[src/decode_defines.svh]
`ifndef DECODE_DEFINES_SVH
`define DECODE_DEFINES_SVH

// fetch packet geometry
`define DEC_PACKET_BYTES 16
`define DEC_MAX_PREFIXES 3

// instruction pointer
`define DEC_EIP_W 32

// x86 caps an instruction at 15 bytes
`define DEC_MAX_LENGTH 15

// prefix bytes we recognise
`define DEC_PFX_REP    8'hF3  // rep / repe
`define DEC_PFX_OPSIZE 8'h66  // operand size override

// segment override prefixes
`define DEC_PFX_ES 8'h26
`define DEC_PFX_CS 8'h2E
`define DEC_PFX_SS 8'h36
`define DEC_PFX_DS 8'h3E
`define DEC_PFX_FS 8'h64
`define DEC_PFX_GS 8'h65

`endif

[src/decode_pkg.sv]
`include "decode_defines.svh"

package decode_pkg;

    // width of any length field, 4 bits for a 15 byte max
    localparam int LEN_W = $clog2(`DEC_MAX_LENGTH + 1);

    // op_size codes
    localparam logic [1:0] OPSZ_8  = 2'd0;
    localparam logic [1:0] OPSZ_16 = 2'd1;
    localparam logic [1:0] OPSZ_32 = 2'd2;

    ////////////////////////////////////////////////////////////
    // raw packet, byte 0 sits at the msb end
    typedef logic [0:`DEC_PACKET_BYTES-1][7:0] packet_t;

    typedef enum logic [2:0] {
        SEG_NONE, SEG_ES, SEG_CS, SEG_SS, SEG_DS, SEG_FS, SEG_GS
    } seg_t;

    typedef struct packed {
        logic [1:0] num_prefixes;
        logic       rep;
        logic       opsize;
        seg_t       seg;          // last override wins
    } prefix_info_t;

    ////////////////////////////////////////////////////////////
    typedef enum logic [1:0] {IMM_NONE, IMM_8, IMM_16, IMM_32} imm_size_t;

    typedef enum logic [2:0] {
        FORM_NONE,      // no operands (nop)
        FORM_MODRM,     // r/m addressed
        FORM_REG_OPC,   // register in opcode low bits
        FORM_ACC_IMM,   // eax, imm
        FORM_REL        // relative branch
    } op_form_t;

    typedef struct packed {
        logic [7:0] opcode;
        op_form_t   form;
        imm_size_t  imm_size;
        logic       has_modrm;
        logic       is_br;
        logic       illegal;
        logic [1:0] op_size;      // OPSZ_* codes
    } opcode_info_t;

    ////////////////////////////////////////////////////////////
    typedef enum logic [1:0] {DISP_NONE, DISP_8, DISP_32} disp_size_t;

    typedef struct packed {
        logic [2:0] reg_num;      // modrm reg or opcode reg
        logic [2:0] base;
        logic [2:0] index;
        logic [1:0] scale;
        logic       use_base;
        logic       use_index;
        logic       has_sib;
        disp_size_t disp_size;
    } modrm_info_t;

    // control flow redirects from init, writeback and bp
    typedef struct packed {
        logic                  init;
        logic                  resteer;
        logic                  bp_taken;
        logic [`DEC_EIP_W-1:0] init_eip;
        logic [`DEC_EIP_W-1:0] resteer_eip;
        logic [`DEC_EIP_W-1:0] bp_eip;
    } redirect_t;

    // decoded instruction for rename
    typedef struct packed {
        logic [`DEC_EIP_W-1:0] eip;
        logic [`DEC_EIP_W-1:0] next_eip;
        logic [LEN_W-1:0]      length;
        prefix_info_t          pfx;
        opcode_info_t          opc;
        modrm_info_t           mrm;
        logic [31:0]           disp;
        logic [31:0]           imm;
        logic                  ie;       // illegal opcode
    } uop_t;

endpackage

[src/prefix_decode.sv]
`timescale 1ns/1ns
`include "decode_defines.svh"

module prefix_decode
    import decode_pkg::*;
(
    input  packet_t      packet,
    output prefix_info_t pfx
);

    logic scanning;  // still inside the prefix run
    logic is_pfx;    // current byte matched a prefix

    // walk bytes 0..2, stop at first non prefix
    always_comb begin
        pfx      = '0;
        scanning = 1'b1;
        is_pfx   = 1'b0;
        for (int i = 0; i < `DEC_MAX_PREFIXES; i++) begin
            if (scanning) begin
                is_pfx = 1'b1;
                case (packet[i])
                    `DEC_PFX_REP:    pfx.rep    = 1'b1;
                    `DEC_PFX_OPSIZE: pfx.opsize = 1'b1;
                    `DEC_PFX_ES:     pfx.seg    = SEG_ES;
                    `DEC_PFX_CS:     pfx.seg    = SEG_CS;
                    `DEC_PFX_SS:     pfx.seg    = SEG_SS;
                    `DEC_PFX_DS:     pfx.seg    = SEG_DS;
                    `DEC_PFX_FS:     pfx.seg    = SEG_FS;
                    `DEC_PFX_GS:     pfx.seg    = SEG_GS;
                    default:         is_pfx     = 1'b0;  // opcode reached
                endcase
                if (is_pfx) begin
                    pfx.num_prefixes = pfx.num_prefixes + 2'd1;
                end else begin
                    scanning = 1'b0;
                end
            end
        end
    end

    // a repeated segment prefix simply overwrites the earlier one,
    // the count still includes every prefix byte

endmodule

[src/opcode_decode.sv]
`timescale 1ns/1ns

module opcode_decode
    import decode_pkg::*;
(
    input  packet_t      packet,
    input  prefix_info_t pfx,
    output opcode_info_t opc
);

    logic [7:0] opc_byte;  // first byte after prefixes
    logic       wide;      // word/dword operand, else byte

    assign opc_byte = packet[pfx.num_prefixes];

    always_comb begin
        opc        = '0;
        opc.opcode = opc_byte;
        wide       = 1'b1;
        casez (opc_byte)
            8'b0000_00??: begin            // add r/m,r and r,r/m
                opc.form      = FORM_MODRM;
                opc.has_modrm = 1'b1;
                wide          = opc_byte[0];
            end
            8'h05: begin                   // add eax,imm
                opc.form     = FORM_ACC_IMM;
                opc.imm_size = IMM_32;
            end
            8'h81: begin                   // grp1 r/m,imm32
                opc.form      = FORM_MODRM;
                opc.has_modrm = 1'b1;
                opc.imm_size  = IMM_32;
            end
            8'h83: begin                   // grp1 r/m,imm8 sign extended
                opc.form      = FORM_MODRM;
                opc.has_modrm = 1'b1;
                opc.imm_size  = IMM_8;
            end
            8'b1000_10??: begin            // mov 88..8b
                opc.form      = FORM_MODRM;
                opc.has_modrm = 1'b1;
                wide          = opc_byte[0];
            end
            8'b1011_1???: begin            // mov r,imm32
                opc.form     = FORM_REG_OPC;
                opc.imm_size = IMM_32;
            end
            8'h90: opc.form = FORM_NONE;   // nop
            8'hEB: begin                   // jmp rel8
                opc.form     = FORM_REL;
                opc.imm_size = IMM_8;
                opc.is_br    = 1'b1;
            end
            8'hE9: begin                   // jmp rel32
                opc.form     = FORM_REL;
                opc.imm_size = IMM_32;
                opc.is_br    = 1'b1;
            end
            default: begin
                opc.illegal = 1'b1;
                wide        = 1'b0;        // keeps op_size at zero
            end
        endcase

        // 66 shrinks full size imm and operand to 16 bits
        if (pfx.opsize && opc.imm_size == IMM_32) begin
            opc.imm_size = IMM_16;
        end
        if (!wide) opc.op_size = OPSZ_8;
        else if (pfx.opsize) opc.op_size = OPSZ_16;
        else opc.op_size = OPSZ_32;
    end

endmodule

[src/modrm_decode.sv]
`timescale 1ns/1ns

module modrm_decode
    import decode_pkg::*;
(
    input  packet_t      packet,
    input  prefix_info_t pfx,
    input  opcode_info_t opc,
    output modrm_info_t  mrm
);

    logic [3:0] mrm_idx;   // modrm byte position
    logic [7:0] modrm_b;
    logic [7:0] sib_b;

    assign mrm_idx = {2'b00, pfx.num_prefixes} + 4'd1;
    assign modrm_b = packet[mrm_idx];
    assign sib_b   = packet[mrm_idx + 4'd1];  // only meaningful when rm is 4

    always_comb begin
        mrm = '0;
        if (opc.form == FORM_REG_OPC) begin
            mrm.reg_num = opc.opcode[2:0];   // b8+r
        end else if (opc.has_modrm) begin
            mrm.reg_num = modrm_b[5:3];
            if (modrm_b[7:6] == 2'b11) begin
                // register direct
                mrm.base     = modrm_b[2:0];
                mrm.use_base = 1'b1;
            end else begin
                case (modrm_b[7:6])
                    2'b01:   mrm.disp_size = DISP_8;
                    2'b10:   mrm.disp_size = DISP_32;
                    default: mrm.disp_size = DISP_NONE;
                endcase
                if (modrm_b[2:0] == 3'd4) begin
                    // sib follows
                    mrm.has_sib = 1'b1;
                    if (sib_b[5:3] != 3'd4) begin  // index 4 means none
                        mrm.index     = sib_b[5:3];
                        mrm.scale     = sib_b[7:6];
                        mrm.use_index = 1'b1;
                    end
                    if (sib_b[2:0] == 3'd5 && modrm_b[7:6] == 2'b00) begin
                        mrm.disp_size = DISP_32;   // [index*s + disp32]
                    end else begin
                        mrm.base     = sib_b[2:0];
                        mrm.use_base = 1'b1;
                    end
                end else if (modrm_b[2:0] == 3'd5 && modrm_b[7:6] == 2'b00) begin
                    mrm.disp_size = DISP_32;       // absolute disp32
                end else begin
                    mrm.base     = modrm_b[2:0];
                    mrm.use_base = 1'b1;
                end
            end
        end
        // unused base/index/scale stay zero
    end

endmodule

[src/operand_extract.sv]
`timescale 1ns/1ns

module operand_extract
    import decode_pkg::*;
(
    input  packet_t          packet,
    input  prefix_info_t     pfx,
    input  opcode_info_t     opc,
    input  modrm_info_t      mrm,
    output logic [LEN_W-1:0] length,
    output logic [31:0]      disp,
    output logic [31:0]      imm
);

    logic [3:0] disp_off;     // first disp byte
    logic [3:0] imm_off;      // first imm byte
    logic [2:0] disp_bytes;
    logic [2:0] imm_bytes;

    // little endian gather of up to 4 bytes, then sign extend
    function automatic logic [31:0] gather(input packet_t pkt, input logic [3:0] off,
                                           input logic [2:0] nbytes);
        logic [31:0] val;
        val = '0;
        for (int k = 0; k < 4; k++) begin
            if (k < int'(nbytes)) val[k*8 +: 8] = pkt[off + 4'(k)];
        end
        case (nbytes)
            3'd1:    val = {{24{val[7]}}, val[7:0]};
            3'd2:    val = {{16{val[15]}}, val[15:0]};
            default: ;                             // 0 or 4 already full width
        endcase
        return val;
    endfunction

    always_comb begin
        case (mrm.disp_size)
            DISP_8:  disp_bytes = 3'd1;
            DISP_32: disp_bytes = 3'd4;
            default: disp_bytes = 3'd0;
        endcase
        case (opc.imm_size)
            IMM_8:   imm_bytes = 3'd1;
            IMM_16:  imm_bytes = 3'd2;
            IMM_32:  imm_bytes = 3'd4;
            default: imm_bytes = 3'd0;
        endcase
        if (opc.illegal) begin       // prefixes plus the bad opcode only
            disp_bytes = 3'd0;
            imm_bytes  = 3'd0;
        end
    end

    // prefixes, opcode, modrm, sib, then disp and imm
    assign disp_off = {2'b00, pfx.num_prefixes} + 4'd1 + {3'b000, opc.has_modrm & ~opc.illegal}
                      + {3'b000, mrm.has_sib};
    assign imm_off  = disp_off + {1'b0, disp_bytes};
    assign length   = imm_off + {1'b0, imm_bytes};

    assign disp = gather(packet, disp_off, disp_bytes);
    assign imm  = gather(packet, imm_off, imm_bytes);   // rel offset for jmp

endmodule

[src/eip_unit.sv]
`timescale 1ns/1ns
`include "decode_defines.svh"

module eip_unit
    import decode_pkg::*;
(
    input  logic                  clk,
    input  logic                  reset,
    input  redirect_t             redir,
    input  logic                  accept,
    input  logic [LEN_W-1:0]      length,
    output logic [`DEC_EIP_W-1:0] eip
);

    logic [`DEC_EIP_W-1:0] redir_eip;   // chosen redirect target
    logic                  redir_any;
    logic [`DEC_EIP_W-1:0] seq_eip;     // fall through

    // init beats resteer beats bp
    always_comb begin
        redir_any = redir.init | redir.resteer | redir.bp_taken;
        if (redir.init) redir_eip = redir.init_eip;
        else if (redir.resteer) redir_eip = redir.resteer_eip;
        else redir_eip = redir.bp_eip;
    end

    assign seq_eip = eip + {{(`DEC_EIP_W-LEN_W){1'b0}}, length};

    always_ff @(posedge clk) begin
        if (reset) begin
            eip <= '0;
        end else if (redir_any) begin
            eip <= redir_eip;              // loads even while stalled
        end else if (accept) begin
            eip <= seq_eip;
        end
    end

endmodule

[src/decode_top.sv]
`timescale 1ns/1ns
`include "decode_defines.svh"

module decode_top
    import decode_pkg::*;
(
    input  logic             clk,
    input  logic             reset,
    input  logic             valid_in,
    input  packet_t          packet,
    input  logic             stall_in,
    input  redirect_t        redir,
    output logic             valid_out,
    output uop_t             uop,
    output logic             stall_out,
    output logic [LEN_W-1:0] d_length
);

    prefix_info_t          pfx;
    opcode_info_t          opc;
    modrm_info_t           mrm;
    logic [LEN_W-1:0]      length;
    logic [31:0]           disp;
    logic [31:0]           imm;
    logic [`DEC_EIP_W-1:0] eip;
    logic                  accept;
    uop_t                  uop_next;

    ////////////////////////////////////////////////////////////
    // field decode, all combinational
    prefix_decode prefix_decode_inst (.packet(packet), .pfx(pfx));

    opcode_decode opcode_decode_inst (.packet(packet), .pfx(pfx), .opc(opc));

    modrm_decode modrm_decode_inst (.packet(packet), .pfx(pfx), .opc(opc), .mrm(mrm));

    operand_extract operand_extract_inst (
        .packet(packet), .pfx(pfx), .opc(opc), .mrm(mrm),
        .length(length), .disp(disp), .imm(imm)
    );

    ////////////////////////////////////////////////////////////
    // handshake and eip
    assign accept = valid_in & ~stall_in & ~(redir.init | redir.resteer | redir.bp_taken);

    assign stall_out = stall_in;                     // straight back to fetch
    assign d_length  = valid_in ? length : '0;       // fetch shift amount

    eip_unit eip_unit_inst (
        .clk(clk), .reset(reset), .redir(redir),
        .accept(accept), .length(length), .eip(eip)
    );

    ////////////////////////////////////////////////////////////
    // uop assembly and output register
    always_comb begin
        uop_next          = '0;
        uop_next.eip      = eip;
        uop_next.next_eip = eip + {{(`DEC_EIP_W-LEN_W){1'b0}}, length};
        uop_next.length   = length;
        uop_next.pfx      = pfx;
        uop_next.opc      = opc;
        uop_next.mrm      = mrm;
        uop_next.disp     = disp;
        uop_next.imm      = imm;
        uop_next.ie       = opc.illegal;
    end

    always_ff @(posedge clk) begin
        if (reset) begin
            valid_out <= 1'b0;
            uop       <= '0;
        end else if (!stall_in) begin    // stall freezes both
            valid_out <= accept;
            if (accept) uop <= uop_next;
        end
    end

endmodule

[config.mk]
export PLATFORM = sky130hd
export DESIGN_NAME = decode_top
export DESIGN_NICKNAME = d
export VERILOG_FILES = /design/src/decode_pkg.sv /design/src/prefix_decode.sv /design/src/opcode_decode.sv /design/src/modrm_decode.sv /design/src/operand_extract.sv /design/src/eip_unit.sv /design/src/decode_top.sv
export VERILOG_INCLUDE_DIRS = /design/src /design/src/src
export SDC_FILE = /design/constraint.sdc
export NUM_CORES = 1
export LEC_CHECK = 0
export BUFFER_PORTS_ARGS = -buffer_cell sky130_fd_sc_hd__buf_2
export CAP_MARGIN = 5
export CELL_PAD_IN_SITES_DETAIL_PLACEMENT = 1
export CELL_PAD_IN_SITES_GLOBAL_PLACEMENT = 1
export CORE_MARGIN = 1.5
export CORE_UTILIZATION = 43
export CTS_CLUSTER_SIZE = 8
export DETAILED_ROUTE_END_ITERATION = 12
export PLACE_DENSITY_LB_ADDON = 0.1
export SYNTH_ARGS = -nofsm -noshare
export SYNTH_HDL_FRONTEND = slang
export SYNTH_SLANG_ARGS = --single-unit
[constraint.sdc]
create_clock -name clk -period 17.29 [get_ports clk]
set_clock_uncertainty 0.05 [all_clocks]
set_input_delay 4.3225 -clock clk [delete_from_list [all_inputs] [get_ports clk]]
set_output_delay 4.3225 -clock clk [all_outputs]
set_load 0.05 [all_outputs]
==> results.md, run 1 <==
* Fin cells at about 3000
* Port Buffers at 410
* Max_slew headroom at between 10% and 20%
* Crit path arrival time at roughly 12000 ps
* DR top layer: met5
* Final setup TNS at 0 ps
* Gate Count Post-Synth at ~2200
* # fillers at 5296
* R2R setup slack at 13650 ps
* Syn. warnings at 0
* Number of global-route vias before repair at 21240
* Final Setup Violations at 0
* Drt wl/cell at ~32 microns
* Vias per inst at between 7 and 8
* RSZ-0062 raised after global routing: no
* Most common cell after layout, fill and taps aside: buf_2
* Met3 routed wirelength at 10600 microns
* Max Slew Vio Count at 0
* First DRT Iteration DRCs at 2452
* Synth unique cells at 98
* Synth-to-Final Area Change at 15.8%
* Core Region at 0.0457 sq mm
* Power Density at 64.8 mW/mm^2
* Hold depth at 2
* Global-route usage over all layers at 40.2%
* Yosys reg bits at a little over 200
* DR vias at approximately 21000
* Num ports at 411
* Tmin final at 15910 ps
* Final nets at between 2000 and 3000
* Gpl congestion at a little over 1
* CTS tree: yes
* Site row count at 78
* DRT met1 WL at 35400 microns
* DRT Pass-1 Iters at 5
* Hold Path End: uop[68]$_SDFFE_PP0P_
* Critical path class: input port to output pin
* Die area at 0.0479 sq mm
* Initial antenna violation count at 9
* CP Max Fanout at 16
* Die X at 219 microns
* Area leader, netlist: mux4_2
* Sequential Area at 0.00412 sq mm
* Worst-Margin Slew at 1320 ps
* Layout cells sized above 1 at a little over a third
* GR Overflow Total at 0
* Status: finished clean
* Root buffer cell: clkbuf_16
* Remaining DRCs at 0
* Hold path startpoint: uop[68]$_SDFFE_PP0P_
* Syn nets at 2429
* Number of CTS-inserted buffers at 30
* Asr flop ratio synth at 0%
* Clock Pin Slew Worst Setup and Hold Paths at around 50 ps
* Syn_area_per_cell at between 9 and 10 sq um
* Routed Antenna Nets at 0
* Worst reg2reg path startpoint: eip_unit_inst.eip[0]$_SDFFE_PP0P_
* Commonest cells after routing, fill and taps aside: 409 x buf_2, 327 x nand2_1, 274 x mux4_2
* Static leakage at about 0.009 uW
* Post-synth EDFFs at 0
* Reg2Reg Depth at 12
* Critical Path Source Type: input port
* H-tree levels at 1
* Post-synth top area share at 30.8%
* Critical Path RT at 12920 ps
* Critical Path End Type: output pin
* Multi-input logic area at about 0.015 sq mm
* First-pass GRT wire length at 143000 microns
* Post-detail-place hpwl at 72300 microns
* Total of max-cap violations at 0
* Worst hold path type: flip-flop to flip-flop
* Worst reg2reg endpoint: eip_unit_inst.eip[30]$_SDFFE_PP0P_
* Max IR drop VDD at 0.0586 mV
* Top cells by area, synth: mux4_2 31%, dfxtp_1 21%, nand2_1 6.1%
* Clock latency on the worst-skew pair at 570 ps
* Post-Syn Area at 0.0200 sq mm
* Top_reg_cell synth: dfxtp_1
* Final Hold Fails at 0
* Dpl cells at around 3000
* Post_cts resized at 0
* WL met2 at between 40000 and 50000 microns
* Final wirelength at around 98000 microns
* Initial core utilization at 43.9%
* Fmax at 62.9 MHz
* Fin crit share at 92.0%
* CTS Hold Bufs at 0
* CTS Buffer Depth at 3
* Chip height at 219 microns
* Setup bufs post-CTS at 0
* Largest net degree at the start of global routing at 101
* Clock sink count at 206
* Post-synthesis sequential area ratio at ~21%
-- through the flow --
stage	power (uW)	worst slack [ps]	hold WS, ps	instance area, sq um	util, %
2_1_floorplan	794	624	399	20000	-
3_3_place_gp	955	1790	380	22400	49.0
3_5_place_dp	966	1490	386	22400	49.0
4_1_cts	1490	1460	393	23200	50.8
5_1_grt	1550	962	422	23200	50.8
6_report	1500	1380	389	23200	50.8
-- area by class of cell --
type                       instances  area share [%]
sequential                       206            17.8
clock buffer                      32            3.40
tap                              600            3.24
timing repair buffer             461            10.5
inverter                          28           0.453
antenna                            2          0.0216
multi-input combinational       1696            64.5
clock inverter                     2          0.0539
-- Yosys cell counts, types with 9 or more instances --
cell type,n
nand2_1,328
mux4_2,274
dfxtp_1,206
nor2_1,203
clkbuf_1,186
a21oi_1,102
a211oi_1,97
nand3_1,85
nor3_1,55
a22oi_1,43
o21ai_0,43
xnor2_1,41
a221oi_1,40
buf_1,31
xor2_1,31
nand4_1,27
inv_1,25
nor4_1,25
a211oi_2,21
buf_2,21
mux2i_1,21
and2_1,19
ha_1,19
o21ai_1,16
o31ai_1,12
nand2b_1,10
or3_1,10
nor2b_1,9
-- critical path, stage by stage --
cell       delay, ps
buf_2            200
nand2b_1         270
o32ai_2          560
a21oi_1          150
buf_4            230
o21ai_2          180
inv_2             60
ha_1             650
mux2_2           400
a211oi_1         210
a211oi_1          90
or3_1            540
a2111oi_4        670
and2_1           240
fa_4             250
inv_1             60
fa_2             480
nor2b_1          390
xnor2_4          170
inv_1            100
ha_1             320
a21oi_1          180
xor2_1           370
and2_1           180
buf_2            250
-- sequential cells by signal, indices dropped and copies added, names as in the netlist --
register and flops:
uop 173, valid_out 1, eip_unit_inst.eip 32
-- kinds of logic (layout without fill, tap and decap cells) --
kind of cell	count (synthesis)	after routing	synth area share [%]
DFF	206	206	20.6
other	0	2	0
xor gates and xnor gates	76	76	3.56
AOI/OAI and AO/OA	479	479	17.9
buffers and inverters	273	523	5.43
and+or+nand+nor	818	818	18.8
muxes	300	300	32.1
adders and majority gates	23	23	1.59
-- power breakdown --
part           leakage [uW]  internal (uW)  switching (uW)  total (uW)
logic               0.00692            188             288         476
clock network      0.000393            315             214         529
registers           0.00167            487            11.9         499
-- per-layer routing --
metal,up-vias,GRT usage (%)
met2,1453,64.6
met4,14,23.9
met5,-,0
met1,10642,48.4
met3,387,10.6
li1,8862,-
-- worst max path at each step --
stage                       end         from  slack, ps  cells past startpoint
floorplan           d_length[3]  packet[119]        620                     34
global placement    d_length[3]  packet[110]       1790                     23
detailed placement  d_length[3]  packet[119]       1490                     25
CTS                 d_length[3]  packet[119]       1460                     25
global route        d_length[3]  packet[119]        960                     25
finish              d_length[3]  packet[119]       1380                     25
No activity file was read; power rests on OpenSTA's default activity.
==> run 2: changes to the inputs <==
--- a/config.mk
+++ b/config.mk
@@ -15,6 +15,7 @@
 export CTS_CLUSTER_SIZE = 8
 export DETAILED_ROUTE_END_ITERATION = 12
 export PLACE_DENSITY_LB_ADDON = 0.1
+export SLEW_MARGIN = 40
 export SYNTH_ARGS = -nofsm -noshare
 export SYNTH_HDL_FRONTEND = slang
 export SYNTH_SLANG_ARGS = --single-unit
==> constraint.sdc (replaced) <==
create_clock -name clk -period 15.3 [get_ports clk]
set_clock_uncertainty 0.05 [all_clocks]
set_input_delay 1.53 -clock clk [delete_from_list [all_inputs] [get_ports clk]]
set_output_delay 1.53 -clock clk [all_outputs]
set_load 0.05 [all_outputs]
==> run 2 against run 1 <==
Worst setup slack better by 2200 ps. Combinational power is 13% higher. Hold slack better by 6.2 ps. Clock power grew 6.6%. Routed wire length shrank 2.3%. Count of clock-buffer cells in the layout fell by 2. Sequential cell count is the same. Global-route usage is 1.0 points lower. Die area is the same. Sequential power rose by 13%. Core utilization barely moved. Design area barely moved. Critical endpoint is now eip_unit_inst.eip[30]$_SDFFE_PP0P_. Largest cell class unchanged. Largest power group unchanged.
==> results.md, run 2 (same netlist as run 1, synthesis figures left out) <==
* First-pass GRT wire length at 140000 microns (-2.1%)
* Initial core utilization at 43.9% (unchanged)
* CP dominant cell by count: inv_1
* Core Region at 0.0457 sq mm (unchanged)
* Gpl congestion at 1.01 (about the same)
* Vias per inst at 7.11 (+0.76%)
* CP Max Fanout at 32 (+16)
* Critical path class: input port to flip-flop
* H-tree levels at 1 (unchanged)
* DR vias at 21500 (+0.66%)
* Final setup TNS at 0 ps (unchanged)
* CP peak stage delay at 690 ps (+20 ps)
* Max Slew Vio Count at 0 (unchanged)
* Post-detail-place hpwl at 70100 microns (-3.0%)
* CTS Hold Bufs at 0 (unchanged)
* Most common cell after layout, fill and taps aside: buf_2
* Commonest cells after routing, fill and taps aside: 409 x buf_2, 326 x nand2_1, 274 x mux4_2
* Initial antenna violation count at 12 (+3)
* Max IR drop VDD at 0.0776 mV (+32%)
* Fin cells at 3024 (-0.099%)
* Worst-Margin Slew at 889 ps (-426 ps)
* Number of global-route vias before repair at 21382 (+0.67%)
* CTS tree: yes
* Setup bufs post-CTS at 0 (unchanged)
* Largest net degree at the start of global routing at 92 (-8.9%)
* Hold depth at 2 (unchanged)
* Post_cts resized at 0 (unchanged)
* Die area at 0.0479 sq mm (unchanged)
* Chip height at 219 microns (unchanged)
* Highest-delay cell along the critical path: fa_4
* Worst reg2reg endpoint: eip_unit_inst.eip[30]$_SDFFE_PP0P_
* Total of max-cap violations at 0 (unchanged)
* Hold path startpoint: uop[68]$_SDFFE_PP0P_
* Tmin final at 11760 ps
* Max_slew headroom at 40.7% (+29 points)
* Hold Path End: uop[68]$_SDFFE_PP0P_
* Worst hold path type: flip-flop to flip-flop
* Top flop regs: uop x173, eip_unit_inst.eip x32, valid_out x1
* Global-route usage over all layers at 39.2% (-1.0 points)
* Critical Path End Type: flip-flop
* Final Hold Fails at 0 (unchanged)
* Fin crit share at 76.9%
* R2R setup slack at 11770 ps (-1880 ps)
* RSZ-0062 raised after global routing: no
* Drt wl/cell at 31.6 microns (-2.2%)
* Number of CTS-inserted buffers at 29 (-3.3%)
* Final nets at 2672 (-0.19%)
* Final Setup Violations at 0 (unchanged)
* Final wirelength at 95600 microns (-2.3%)
* DRT Pass-1 Iters at 6 (+1)
* Layout cells sized above 1 at 35.4% (about the same)
* Num ports at 411 (unchanged)
* GR Overflow Total at 0 (unchanged)
* Critical Path Source Type: input port
* Biggest register: uop
* Root buffer cell: clkbuf_16
* Crit path arrival time at 12120 ps (+580 ps)
* Die X at 219 microns (unchanged)
* Clock Pin Slew Worst Setup and Hold Paths at 50 ps (about the same)
* Max reg flops at 173 (unchanged)
* Clock sink count at 206 (unchanged)
* Routed Antenna Nets at 0 (unchanged)
* CTS Buffer Depth at 3 (unchanged)
* Critical Path RT at 15660 ps (+2740 ps)
* Tot Pwr at 1660 uW (+11%)
* Dpl cells at 2987 (-0.13%)
* Reg2Reg Depth at 9 (-3)
* Static leakage at 0.00896 uW (-0.28%)
* Synth-to-Final Area Change at 15.8% (about the same)
* Remaining DRCs at 0 (unchanged)
* First DRT Iteration DRCs at 2941 (+20%)
* Fmax at 85.0 MHz
* Clock latency on the worst-skew pair at 540 ps (-30 ps)
* Status: finished clean
* Worst reg2reg path startpoint: eip_unit_inst.eip[5]$_SDFFE_PP0P_
* Port Buffers at 410 (unchanged)
* Site row count at 78 (unchanged)
* Power Density at 71.7 mW/mm^2 (+11%)
==> run 2: cell count changes in the layout (fill, tap and decap cells not counted), moves of 2 or more <==
cell	delta
buf_6	+7
buf_4	-12
xnor2_2	-4
clkbuf_16	-2
xnor2_4	+3
nor2_2	-2
diode_2	+5
==> run 2: report_power, final <==
group          switching, uW  leakage (uW)  total [uW]  internal [uW]
sequential              13.4       0.00167         563            550
clock                    231      0.000365         564            333
combinational            322       0.00692         536            214
==> run 2: metal layers <==
| metal | vias up | wire length (microns) | track usage (%) |
|---|---|---|---|
| li1 | 8861 | - | - |
| met1 | 10447 | 33200 | 46.9 |
| met2 | 1711 | 43200 | 61.9 |
| met3 | 477 | 12000 | 11.8 |
| met4 | 4 | 7190 | 24.1 |
| met5 | - | 26 | 0 |
==> run 2: worst max-delay path by stage <==
stage	from	end	slack [ps]
6_report	packet[122]	eip_unit_inst.eip[30]$_SDFFE_PP0P_	3540
5_1_grt	packet[122]	eip_unit_inst.eip[30]$_SDFFE_PP0P_	2950
4_1_cts	packet[122]	d_length[3]	3490
3_5_place_dp	packet[122]	eip_unit_inst.eip[30]$_SDFFE_PP0P_	2960
3_3_place_gp	packet[105]	eip_unit_inst.eip[30]$_SDFFE_PP0P_	3370
2_1_floorplan	packet[119]	eip_unit_inst.eip[30]$_SDFFE_PP0P_	4200
==> run 2: layout make-up <==
| class | count | area, sq um |
|---|---|---|
| Fill cell | 5301 | 22500 |
| Sequential cell | 206 | 4120 |
| Antenna cell | 7 | 17.5 |
| Inverter | 28 | 105 |
| Tap cell | 600 | 751 |
| Timing Repair Buffer | 457 | 2440 |
| Multi-Input combinational cell | 1696 | 15000 |
| Clock buffer | 30 | 739 |
==> run 2: through the flow <==
step	setup slack [ps]	hold WS [ps]	cell area, sq um	utilization [%]
after floorplan	4200	399	20000	-
final	3540	395	23200	50.8
after global placement	3370	382	22300	48.9
after detailed placement	2960	387	22400	49.1
after CTS	3490	395	23200	50.7
after global routing	2950	415	23200	50.8
==> run 2: critical path: cells and delay by family <==
kind | cells | cell delay, ps
buf+inv | 4 | 920
mux | 1 | 400
compound gates | 9 | 3170
simple gates | 8 | 3040
xor+xnor | 3 | 790
fa+ha+maj | 5 | 2230
